$ cat config.mk
export PLATFORM = sky130hd
export DESIGN_NAME = fetch_front
export DESIGN_NICKNAME = d
export VERILOG_FILES = /design/src/verilog/fetch_pkg.sv /design/src/verilog/fetch_front.sv /design/src/verilog/inst_queue.sv /design/src/verilog/fetch_ctrl.sv /design/src/verilog/burst_line_reader.sv
export SDC_FILE = /design/constraint.sdc
export NUM_CORES = 2
export LEC_CHECK = 0
export BUFFER_PORTS_ARGS = -buffer_cell sky130_fd_sc_hd__buf_2
export CORE_MARGIN = 4
export CORE_UTILIZATION = 50
export CTS_BUF_LIST = sky130_fd_sc_hd__clkbuf_4 sky130_fd_sc_hd__clkbuf_8 sky130_fd_sc_hd__clkbuf_16
export DETAILED_ROUTE_END_ITERATION = 8
export GPL_TIMING_DRIVEN = 0
export HOLD_SLACK_MARGIN = 0.06
export PLACE_DENSITY_LB_ADDON = 0.08
export SLEW_MARGIN = 20
export SYNTH_ARGS = -nofsm -noshare
export SYNTH_HDL_FRONTEND = slang
export SYNTH_SLANG_ARGS = --single-unit
$ cat constraint.sdc
create_clock -name clk -period 43.1 [get_ports clk]
set_input_delay 8.62 -clock clk [delete_from_list [all_inputs] [get_ports clk]]
set_output_delay 8.62 -clock clk [all_outputs]
set_load 0.02 [all_outputs]
$ cat src/verilog/fetch_pkg.sv
package fetch_pkg;

    // widths
    localparam int addr_w   = 32;
    localparam int inst_w   = 32;
    localparam int order_w  = 64;
    localparam int beat_w   = 64;
    localparam int line_w   = 256;

    // line geometry
    localparam int beats_per_line = 4;
    localparam int line_off_w     = 5;

    // instruction queue
    localparam int queue_depth = 16;
    localparam int queue_ptr_w = $clog2(queue_depth);

    localparam logic [addr_w-1:0] reset_pc = 32'haaaaa000;

    // burst reader FSM
    typedef enum logic [1:0] {
        rd_idle,
        rd_issue,
        rd_collect
    } reader_state_t;

    // fetch controller FSM
    typedef enum logic [1:0] {
        fs_run,
        fs_miss,
        fs_drain
    } fetch_state_t;

endpackage
$ cat src/verilog/fetch_front.sv
`timescale 1ns/1ps

module fetch_front (
    input  logic                          clk,
    input  logic                          rst,

    input  logic                          bmem_ready_i,
    input  logic [fetch_pkg::addr_w-1:0]  bmem_raddr_i,
    input  logic [fetch_pkg::beat_w-1:0]  bmem_rdata_i,
    input  logic                          bmem_rvalid_i,
    output logic [fetch_pkg::addr_w-1:0]  bmem_addr_o,
    output logic                          bmem_read_o,

    input  logic                          deq_i,
    input  logic                          redirect_i,
    input  logic [fetch_pkg::addr_w-1:0]  redirect_pc_i,

    output logic                          inst_valid_o,
    output logic [fetch_pkg::inst_w-1:0]  inst_o,
    output logic [fetch_pkg::addr_w-1:0]  inst_pc_o,
    output logic [fetch_pkg::order_w-1:0] inst_order_o
);

    // controller to reader
    logic                          line_req;
    logic [fetch_pkg::addr_w-1:0]  line_addr;
    logic                          line_done;
    logic [fetch_pkg::line_w-1:0]  line_data;

    // controller to queue
    logic                          full;
    logic                          enq;
    logic [fetch_pkg::order_w-1:0] enq_order;
    logic [fetch_pkg::addr_w-1:0]  enq_pc;
    logic [fetch_pkg::inst_w-1:0]  enq_inst;
    logic                          flush;

    burst_line_reader reader_i (
        .clk           (clk),
        .rst           (rst),
        .line_req_i    (line_req),
        .line_addr_i   (line_addr),
        .bmem_ready_i  (bmem_ready_i),
        .bmem_raddr_i  (bmem_raddr_i),
        .bmem_rdata_i  (bmem_rdata_i),
        .bmem_rvalid_i (bmem_rvalid_i),
        .bmem_addr_o   (bmem_addr_o),
        .bmem_read_o   (bmem_read_o),
        .line_done_o   (line_done),
        .line_data_o   (line_data)
    );

    fetch_ctrl ctrl_i (
        .clk           (clk),
        .rst           (rst),
        .redirect_i    (redirect_i),
        .redirect_pc_i (redirect_pc_i),
        .line_done_i   (line_done),
        .line_data_i   (line_data),
        .full_i        (full),
        .line_req_o    (line_req),
        .line_addr_o   (line_addr),
        .enq_o         (enq),
        .enq_order_o   (enq_order),
        .enq_pc_o      (enq_pc),
        .enq_inst_o    (enq_inst),
        .flush_o       (flush)
    );

    inst_queue queue_i (
        .clk           (clk),
        .rst           (rst),
        .flush_i       (flush),
        .enq_i         (enq),
        .enq_order_i   (enq_order),
        .enq_pc_i      (enq_pc),
        .enq_inst_i    (enq_inst),
        .deq_i         (deq_i),
        .full_o        (full),
        .valid_o       (inst_valid_o),
        .order_o       (inst_order_o),
        .pc_o          (inst_pc_o),
        .inst_o        (inst_o)
    );

endmodule

$ cat src/verilog/inst_queue.sv
`timescale 1ns/1ps

module inst_queue (
    input  logic                          clk,
    input  logic                          rst,

    input  logic                          flush_i,

    input  logic                          enq_i,
    input  logic [fetch_pkg::order_w-1:0] enq_order_i,
    input  logic [fetch_pkg::addr_w-1:0]  enq_pc_i,
    input  logic [fetch_pkg::inst_w-1:0]  enq_inst_i,

    input  logic                          deq_i,

    output logic                          full_o,
    output logic                          valid_o,
    output logic [fetch_pkg::order_w-1:0] order_o,
    output logic [fetch_pkg::addr_w-1:0]  pc_o,
    output logic [fetch_pkg::inst_w-1:0]  inst_o
);

    logic [fetch_pkg::order_w-1:0] order_mem [fetch_pkg::queue_depth];
    logic [fetch_pkg::addr_w-1:0]  pc_mem    [fetch_pkg::queue_depth];
    logic [fetch_pkg::inst_w-1:0]  inst_mem  [fetch_pkg::queue_depth];

    logic [fetch_pkg::queue_ptr_w-1:0] wptr_q;
    logic [fetch_pkg::queue_ptr_w-1:0] rptr_q;
    logic [fetch_pkg::queue_ptr_w:0]   count_q;

    logic do_enq;
    logic do_deq;

    assign full_o  = (count_q == (fetch_pkg::queue_ptr_w+1)'(fetch_pkg::queue_depth));
    assign valid_o = (count_q != '0);

    assign do_enq = enq_i && !full_o;
    assign do_deq = deq_i && valid_o;

    // show-ahead head
    assign order_o = order_mem[rptr_q];
    assign pc_o    = pc_mem[rptr_q];
    assign inst_o  = inst_mem[rptr_q];

    always_ff @(posedge clk) begin
        if (rst || flush_i) begin
            wptr_q  <= '0;
            rptr_q  <= '0;
            count_q <= '0;
        end else begin
            if (do_enq) begin
                wptr_q <= wptr_q + 1'b1;
            end
            if (do_deq) begin
                rptr_q <= rptr_q + 1'b1;
            end
            if (do_enq && !do_deq) begin
                count_q <= count_q + 1'b1;
            end else if (do_deq && !do_enq) begin
                count_q <= count_q - 1'b1;
            end
        end
    end

    always_ff @(posedge clk) begin
        if (do_enq) begin
            order_mem[wptr_q] <= enq_order_i;
            pc_mem[wptr_q]    <= enq_pc_i;
            inst_mem[wptr_q]  <= enq_inst_i;
        end
    end

endmodule

$ cat src/verilog/fetch_ctrl.sv
`timescale 1ns/1ps

module fetch_ctrl (
    input  logic                          clk,
    input  logic                          rst,

    input  logic                          redirect_i,
    input  logic [fetch_pkg::addr_w-1:0]  redirect_pc_i,

    input  logic                          line_done_i,
    input  logic [fetch_pkg::line_w-1:0]  line_data_i,

    input  logic                          full_i,

    output logic                          line_req_o,
    output logic [fetch_pkg::addr_w-1:0]  line_addr_o,

    output logic                          enq_o,
    output logic [fetch_pkg::order_w-1:0] enq_order_o,
    output logic [fetch_pkg::addr_w-1:0]  enq_pc_o,
    output logic [fetch_pkg::inst_w-1:0]  enq_inst_o,

    output logic                          flush_o
);

    fetch_pkg::fetch_state_t state_q;

    logic [fetch_pkg::addr_w-1:0]  pc_q;
    logic [fetch_pkg::order_w-1:0] order_q;

    // line buffer
    logic [fetch_pkg::addr_w-fetch_pkg::line_off_w-1:0] buf_tag_q;
    logic [fetch_pkg::line_w-1:0]                       buf_data_q;
    logic                                               buf_valid_q;

    logic buf_hit;

    assign buf_hit = buf_valid_q &&
                     (pc_q[fetch_pkg::addr_w-1:fetch_pkg::line_off_w] == buf_tag_q);

    // nothing goes in while a redirect or its flush is pending
    assign enq_o = (state_q == fetch_pkg::fs_run) && buf_hit && !full_i &&
                   !redirect_i && !flush_o;

    assign enq_order_o = order_q;
    assign enq_pc_o    = pc_q;
    assign enq_inst_o  = buf_data_q[pc_q[4:2]*fetch_pkg::inst_w +: fetch_pkg::inst_w];

    always_ff @(posedge clk) begin
        if (rst) begin
            state_q     <= fetch_pkg::fs_run;
            pc_q        <= fetch_pkg::reset_pc;
            order_q     <= '0;
            buf_valid_q <= 1'b0;
            line_req_o  <= 1'b0;
            flush_o     <= 1'b0;
        end else begin
            line_req_o <= 1'b0;
            flush_o    <= redirect_i;

            if (enq_o) begin
                pc_q    <= pc_q + fetch_pkg::addr_w'(4);
                order_q <= order_q + fetch_pkg::order_w'(1);
            end

            if (redirect_i) begin
                pc_q <= redirect_pc_i;
            end

            case (state_q)
                fetch_pkg::fs_run: begin
                    if (!redirect_i && !buf_hit) begin
                        line_req_o <= 1'b1;
                        state_q    <= fetch_pkg::fs_miss;
                    end
                end
                fetch_pkg::fs_miss: begin
                    // a line finishing with the redirect is still good
                    if (line_done_i) begin
                        buf_valid_q <= 1'b1;
                        state_q     <= fetch_pkg::fs_run;
                    end else if (redirect_i) begin
                        state_q <= fetch_pkg::fs_drain;
                    end
                end
                fetch_pkg::fs_drain: begin
                    // stale line is dropped
                    if (line_done_i) begin
                        state_q <= fetch_pkg::fs_run;
                    end
                end
                default: begin
                    state_q <= fetch_pkg::fs_run;
                end
            endcase
        end
    end

    // miss address is the line holding the current pc
    always_ff @(posedge clk) begin
        if ((state_q == fetch_pkg::fs_run) && !redirect_i && !buf_hit) begin
            line_addr_o <= {pc_q[fetch_pkg::addr_w-1:fetch_pkg::line_off_w],
                            {fetch_pkg::line_off_w{1'b0}}};
        end
    end

    // buffer contents
    always_ff @(posedge clk) begin
        if ((state_q == fetch_pkg::fs_miss) && line_done_i) begin
            buf_tag_q  <= line_addr_o[fetch_pkg::addr_w-1:fetch_pkg::line_off_w];
            buf_data_q <= line_data_i;
        end
    end

endmodule

$ cat src/verilog/burst_line_reader.sv
`timescale 1ns/1ps

module burst_line_reader (
    input  logic                          clk,
    input  logic                          rst,

    input  logic                          line_req_i,
    input  logic [fetch_pkg::addr_w-1:0]  line_addr_i,

    input  logic                          bmem_ready_i,
    input  logic [fetch_pkg::addr_w-1:0]  bmem_raddr_i,
    input  logic [fetch_pkg::beat_w-1:0]  bmem_rdata_i,
    input  logic                          bmem_rvalid_i,

    output logic [fetch_pkg::addr_w-1:0]  bmem_addr_o,
    output logic                          bmem_read_o,

    output logic                          line_done_o,
    output logic [fetch_pkg::line_w-1:0]  line_data_o
);

    fetch_pkg::reader_state_t state_q;

    // only the tag is stored, the low address bits are always zero
    logic [fetch_pkg::addr_w-fetch_pkg::line_off_w-1:0] tag_q;
    logic [1:0] beat_cnt_q;
    logic       beat_hit;

    assign bmem_addr_o = {tag_q, {fetch_pkg::line_off_w{1'b0}}};

    // read strobe only while memory is ready
    assign bmem_read_o = (state_q == fetch_pkg::rd_issue) && bmem_ready_i;

    // beat belongs to the line we asked for
    assign beat_hit = (state_q == fetch_pkg::rd_collect) && bmem_rvalid_i &&
                      (bmem_raddr_i[fetch_pkg::addr_w-1:fetch_pkg::line_off_w] == tag_q);

    always_ff @(posedge clk) begin
        if (rst) begin
            state_q     <= fetch_pkg::rd_idle;
            beat_cnt_q  <= '0;
            line_done_o <= 1'b0;
        end else begin
            line_done_o <= 1'b0;
            case (state_q)
                fetch_pkg::rd_idle: begin
                    if (line_req_i) begin
                        state_q <= fetch_pkg::rd_issue;
                    end
                end
                fetch_pkg::rd_issue: begin
                    if (bmem_ready_i) begin
                        beat_cnt_q <= '0;
                        state_q    <= fetch_pkg::rd_collect;
                    end
                end
                fetch_pkg::rd_collect: begin
                    if (beat_hit) begin
                        beat_cnt_q <= beat_cnt_q + 2'd1;
                        if (beat_cnt_q == 2'(fetch_pkg::beats_per_line - 1)) begin
                            line_done_o <= 1'b1;
                            state_q     <= fetch_pkg::rd_idle;
                        end
                    end
                end
                default: begin
                    state_q <= fetch_pkg::rd_idle;
                end
            endcase
        end
    end

    // request address
    always_ff @(posedge clk) begin
        if ((state_q == fetch_pkg::rd_idle) && line_req_i) begin
            tag_q <= line_addr_i[fetch_pkg::addr_w-1:fetch_pkg::line_off_w];
        end
    end

    // beats land in rising address order
    always_ff @(posedge clk) begin
        if (beat_hit) begin
            line_data_o[beat_cnt_q*fetch_pkg::beat_w +: fetch_pkg::beat_w] <= bmem_rdata_i;
        end
    end

endmodule

# Word level (Yosys, flattened, before mapping)
# Memories as Yosys holds them, arrays and structs flattened. A register that Yosys moved wholly into a read port is not among the register bits.
# Cells that the tools add are included.
# Widths: inputs -> output; s select.
[classes]
add_sub_neg = 8
eq_ne = 15
shifts = 3
mux = 28
bitwise_logic = 3
n_reduce_logical = 36
[op_table]
columns = ["op", "count"]
rows = [
  ["$bwmux 256", 1],
  ["$shift 64x34->256 const A", 1],
  ["$shiftx 256x9->32", 1],
  ["$shiftx 64x34->256", 1],
  ["$add 64x1->64 const B", 1],
  ["$mux 32", 2],
  ["$eq 27x27->1", 2],
  ["$neg 8->34", 1],
  ["$add 32x3->32 const B", 1],
  ["$mux 4", 6],
  ["$mux 2", 10],
  ["$logic_and 1x1->1", 17],
  ["$pmux 2 s3", 2],
  ["$mux 5", 2],
  ["$add 4x1->4 const B", 2],
  ["$ne 2x2->1 const B", 4],
  ["$eq 2x2->1 const B", 3],
  ["$logic_not 1->1", 6],
  ["$reduce_and 3->1", 2],
  ["$reduce_bool 2->1", 3],
  ["$add 5x1->5 const B", 1],
  ["$eq 5x5->1 const B", 1],
  ["$reduce_bool 5->1", 1],
  ["$sub 5x1->5 const B", 1],
  ["13 further kinds", 21],
]
[totals]
reg_bits = 712
ramBits = 2048
input_bits = 134
out_inout_bits = 162
wordCells = 113
mem_count = 3
[memory_table]
columns = ["name", "words", "word_bits", "rd", "rd_clocked_by_memory_dff", "write_ports", "line", "text"]
rows = [
  ["queue_i.order_mem", 16, 64, 1, 1, 1, "inst_queue.sv:23", "logic [fetch_pkg::order_w-1:0] order_mem [fetch_pkg::queue_depth];"],
  ["queue_i.inst_mem", 16, 32, 1, 1, 1, "inst_queue.sv:25", "logic [fetch_pkg::inst_w-1:0] inst_mem [fetch_pkg::queue_depth];"],
  ["queue_i.pc_mem", 16, 32, 1, 1, 1, "inst_queue.sv:24", "logic [fetch_pkg::addr_w-1:0] pc_mem [fetch_pkg::queue_depth];"],
]

# Depth between registers and ports, before layout
[logic_depth]
depth_word = 11
ltp_mapped = 16
mapped_depth_nobuf = 14

# Cells and area by module
# From an unflattened synthesis, not the netlist that was laid out.
[hier_totals]
hier_cells = 5025
area_unflattened_um2 = 105008.2
[modules_own_cells]
columns = ["mod", "instances", "cells_per_inst", "area_each_um2", "seq_area_each_um2"]
rows = [
  ["inst_queue", 1, 3240, 77236.6, 61839.3],
  ["fetch_ctrl", 1, 1140, 16864.9, 11330.9],
  ["burst_line_reader", 1, 645, 10906.7, 8598.2],
]

# Worst setup path after synthesis
# No wires, ideal clock.
[synth_timing]
path_type = "input port to flip-flop"
from = "input redirect_i"
to = "memory queue_i.inst_mem[3][0] in the netlist's numbering, enable pin"
setup_time_ps = 772
t_arrival_ps = 18619
t_required_ps = 42328
slack_ps = 23709
stages = 5
n_path_buf = 0
path_cell_list = "or4_1 -> a21o_4 -> nor3_4 -> nand4_1 -> nor3_1"
[synth_via]
elab_chain_len = 6
[synth_rtl]
columns = ["element", "line", "text"]
rows = [
  ["start: declaration", "fetch_front.sv:15", "input logic redirect_i,"],
  ["$logic_not 1->1", "fetch_ctrl.sv:43", "!redirect_i && !flush_o;"],
  ["$logic_and 1x1->1", "fetch_ctrl.sv:42", "assign enq_o = (state_q == fetch_pkg::fs_run) && buf_hit && !full_i &&"],
  ["$logic_and 1x1->1", "fetch_ctrl.sv:43", ""],
  ["$logic_and 1x1->1", "inst_queue.sv:37", "assign do_enq = enq_i && !full_o;"],
  ["$mux 1", "inst_queue.sv:66", "if (do_enq) begin"],
  ["$mux 1 (not written as such)", "inst_queue.sv:69", "inst_mem[wptr_q] <= enq_inst_i;"],
  ["end: declaration", "inst_queue.sv:25", ""],
]
# No other way between the ends.

# Worst setup path after layout
[layout_timing]
from = "input bmem_ready_i"
to = "output bmem_read_o"
[layout_via]
elab_chain_len = 1
[layout_rtl]
columns = ["element", "line", "text"]
rows = [
  ["start: declaration", "fetch_front.sv:7", "input logic bmem_ready_i,"],
  ["$logic_and 1x1->1", "burst_line_reader.sv:32", "assign bmem_read_o = (state_q == fetch_pkg::rd_issue) && bmem_ready_i;"],
  ["end: declaration", "fetch_front.sv:12", "output logic bmem_read_o,"],
]
# No other way between the ends.

==> flow_summary.yaml <==
routing:
  wl_per_cell_um: 32.94
  wirelength_um: 280500
  first_pass_iters: 5
  avgViaCountPerCell: 6.109
  drt_iter0_markers: 5599
  drc: 0
  ant_nets: 0
  vias: 52030
global_route:
  grt_busiest_layer: "met2"
  grt_usage_pct: 25.88
  use_met1_pct: 36.17
  grt_pass1_wl_um: 394900
  met2_usage_pct: 42.22
  antenna_found_initial: 33
  grt.overflow.total: 0
  grt_start_max_net_pins: 53
  grt_pass1_vias: 52520
  global_route.usage.met3_pct: 4.626
sta:
  fmax_mhz: 56.03
  period_share_pct: 41.41
  hold_slack_ns: 0.3972
  finalCriticalPeriod_ns: 17.85
  finalSetupViolCount: 0
  fin_skew_ns: 0.05654
  rsz0062_at_grt: "no"
  tightestPinTransition_ns: 1.254
  setup_tns_ns: 0
  slew_violations: 0
  fin_ws_ns: 25.25
  hold_viol: 0
  max_slew_margin_pct: 16.42
floorplanning:
  dieArea_um2: 217700
  die_w_um: 466.6
  initial_core_util_pct: 50.23
  io_pins: 296
  rows: 168
  core-area_um2: 209400
  chipHeight_um: 466.6
critical_path:
  path_cells: "buf_2 > nand2_1 > nor2_1 > buf_2"
  r2r-start: "ctrl_i.enq_pc_o[26]$_SDFFE_PP0N_"
  cp_max_fo: 4
  crit_required_ns: 34.48
  cp_num_buf_inv: 2
  cp-end-kind: "output port"
  criticalPathCategory: "in2out"
  cp.arrival_ns: 9.23
  critPathMaxStageDelay_ns: 0.24
  cpMostUsedCell: "buf_2"
  rr_endpoint: "queue_i.order_mem[2][47]$_DFFE_PP_"
  crit_family: "buffers and inverters"
  r2r_slack_ns: 37.23
  critPathSlowestCell: "buf_2"
  reg2regPathDepth: 10
  cp-start-kind: "primary input"
placed_design:
  hpwl_um: 177500
  place_congestion: 0.8292
  dp_worst_setup_slack_ns: 25.28
  io_buffers: 285
synthesis:
  syn_area_um2: 105200
  ys_seq_area_share_pct: 77.76
  synth.top_cell.area_share_pct: 75.41
  yosysTopAreaCell: "edfxtp_1"
  synth_most_common_cell: "edfxtp_1"
  synth_fa_ha_area_share_pct: 0.2213
  synthMuxAreaShare_pct: 15.27
  syn_inst: 4768
  synthArstFlopShare_pct: 0
  synth_xor_area_share_pct: 0.5830
  synth.top_cells.by_count: "edfxtp_1 (2641), mux4_2 (687), and2_1 (264)"
  synth_area_leaders: "edfxtp_1 (75%), mux4_2 (15%), dfxtp_1 (2.3%)"
  synth_top_family_by_area: "multiplexers"
  synth_compound_area_share_pct: 1.490
  synth_area_per_cell_um2: 22.06
  synthSimpleGateAreaFrac_pct: 3.675
  synth_edf_count: 2641
  ys_ff_latch: 2764
  synth_ff_type: "edfxtp_1"
  ys_warn_count: 0
  synth_cell_type_count: 67
clock_network:
  cts_resized: 0
  cts_max_path_buffers: 4
  path_clk_slew_ns: 0.06
  clock_latency_ns: 0.93
  cts_tree: "done"
  cts_buffers: 300
  numClockSinks: 2764
  hold_buffers: 0
  post-cts-setup-buffers: 0
  htree_num_levels: 5
  root_buffer: "clkbuf_16"
outcome:
  status: "finished, final reports clean"
finish:
  fill_cells: 15340
  drive_above_1_share_pct: 30.39
  nets: 5638
  utilization_pct: 58.44
  seqCellArea_um2: 81770
  multi_input_area_um2: 22490
  area_delta_synth_final_pct: 16.34
power_and_ir_drop:
  p_per_area_nw_per_um2: 45.94
  p_leak_nw: 40.27
  combPwrFrac_pct: 3.4
  intPower_mw: 4.482
  clockPowerShare_pct: 44.3
  switchingPower_mw: 1.138
  seqPwrFrac_pct: 52.4
  ir_drop_mv: 0.04783
  p_sw_share_pct: 20.25
hold_path:
  min-delay-path-class: "reg2reg"
  min_to: "ctrl_i.buf_data_q[165]$_DFFE_PP_"
  min_from: "reader_i.line_data_o[165]$_DFFE_PP_"
  hold_depth: 0
job:
  cap_violations: 0
==> registers in the layout, indices dropped and copies added (netlist names), 2 cells and up, named ones only <==
| register | count |
|---|---|
| ctrl_i.enq_pc_o | 32 |
| queue_i.pc_mem | 512 |
| queue_i.rptr_q | 4 |
| ctrl_i.line_addr_o | 27 |
| ctrl_i.enq_order_o | 64 |
| ctrl_i.buf_data_q | 256 |
| ctrl_i.buf_tag_q | 27 |
| reader_i.tag_q | 27 |
| reader_i.beat_cnt_q | 2 |
| ctrl_i.state_q | 2 |
| queue_i.wptr_q | 4 |
| queue_i.inst_mem | 512 |
| reader_i.line_data_o | 256 |
| reader_i.state_q | 2 |
| queue_i.order_mem | 1024 |
| queue_i.count_q | 5 |
==> cells by family (layout without fill, tap and decap cells) <==
kind of cell	after synthesis	count (layout)
flip-flops	2764	2764
multiplexers	741	741
AND/OR/NAND/NOR	652	652
buffers and inverters	269	1196
AO/OA/AOI/OAI	253	253
XOR/XNOR	70	70
adder cells (fa/ha/maj)	18	18
other	1	17
==> cells in the final DEF (no fill, tap or decap), drive strengths merged, types with 10 or more instances in the layout <==
cell type and n:
clkinv 98, mux4 687, buf 485, and2 264, mux2 32, a21oi 109, xnor2 45, o211ai 11
nand3 45, nand2 71, xor2 25, a211oi 21, a31oi 10, nand4 46, inv 28, o31ai 29
diode 12, nor2 40, o21ai 37, or4 32, edfxtp 2641, bufinv 20, nor3 18, ha 17
clkbuf 558, dfxtp 123, mux2i 22, and3 27, nor2b 24, or3 49
==> metal layers <==
layer  vias up  routed length, um
met5         -                146
met4        24               8357
met3       441              19740
met2      2080             137900
met1     28060             114400
li1      21420                  -
==> power by group through the flow <==
stage | logic, mW | clock network, mW | registers (mW)
after floorplan | 0.117 | 0 | 2.99
after global placement | 0.190 | 0 | 3.00
after detailed placement | 0.194 | 0 | 3.00
after CTS | 0.194 | 2.53 | 2.94
after global routing | 0.203 | 2.64 | 2.94
final | 0.190 | 2.49 | 2.94
==> stage by stage <==
| step | power (mW) | area (um2) | instances |
|---|---|---|---|
| 2_1_floorplan | 3.110 | 105200 | 4772 |
| 3_3_place_gp | 3.189 | 110100 | 7862 |
| 3_5_place_dp | 3.193 | 112800 | 7989 |
| 4_1_cts | 5.666 | 122300 | 8504 |
| 5_1_grt | 5.786 | 122300 | 8509 |
| 6_report | 5.620 | 122300 | 8516 |
==> worst max-delay path by stage <==
stage,start,end,cells past startpoint
after floorplan,redirect_i,queue_i.inst_mem[3][0]$_DFFE_PP_,5
after global placement,redirect_i,queue_i.order_mem[3][33]$_DFFE_PP_,6
after detailed placement,bmem_ready_i,bmem_read_o,4
after CTS,bmem_ready_i,bmem_read_o,4
after global routing,bmem_ready_i,bmem_read_o,4
final,bmem_ready_i,bmem_read_o,4
==> area by class of cell <==
type / instances / area share [%]
flip-flops and latches: 2764 / 66.84
diodes: 12 / 0.02454
multi-input cells: 1739 / 18.38
repair buffers: 412 / 3.205
well taps: 2805 / 2.869
plain buffers: 248 / 0.8754
inverters: 21 / 0.06443
clock buffers: 383 / 6.788
clock inverters: 132 / 0.9572
Power figures use the tool's default switching activity.
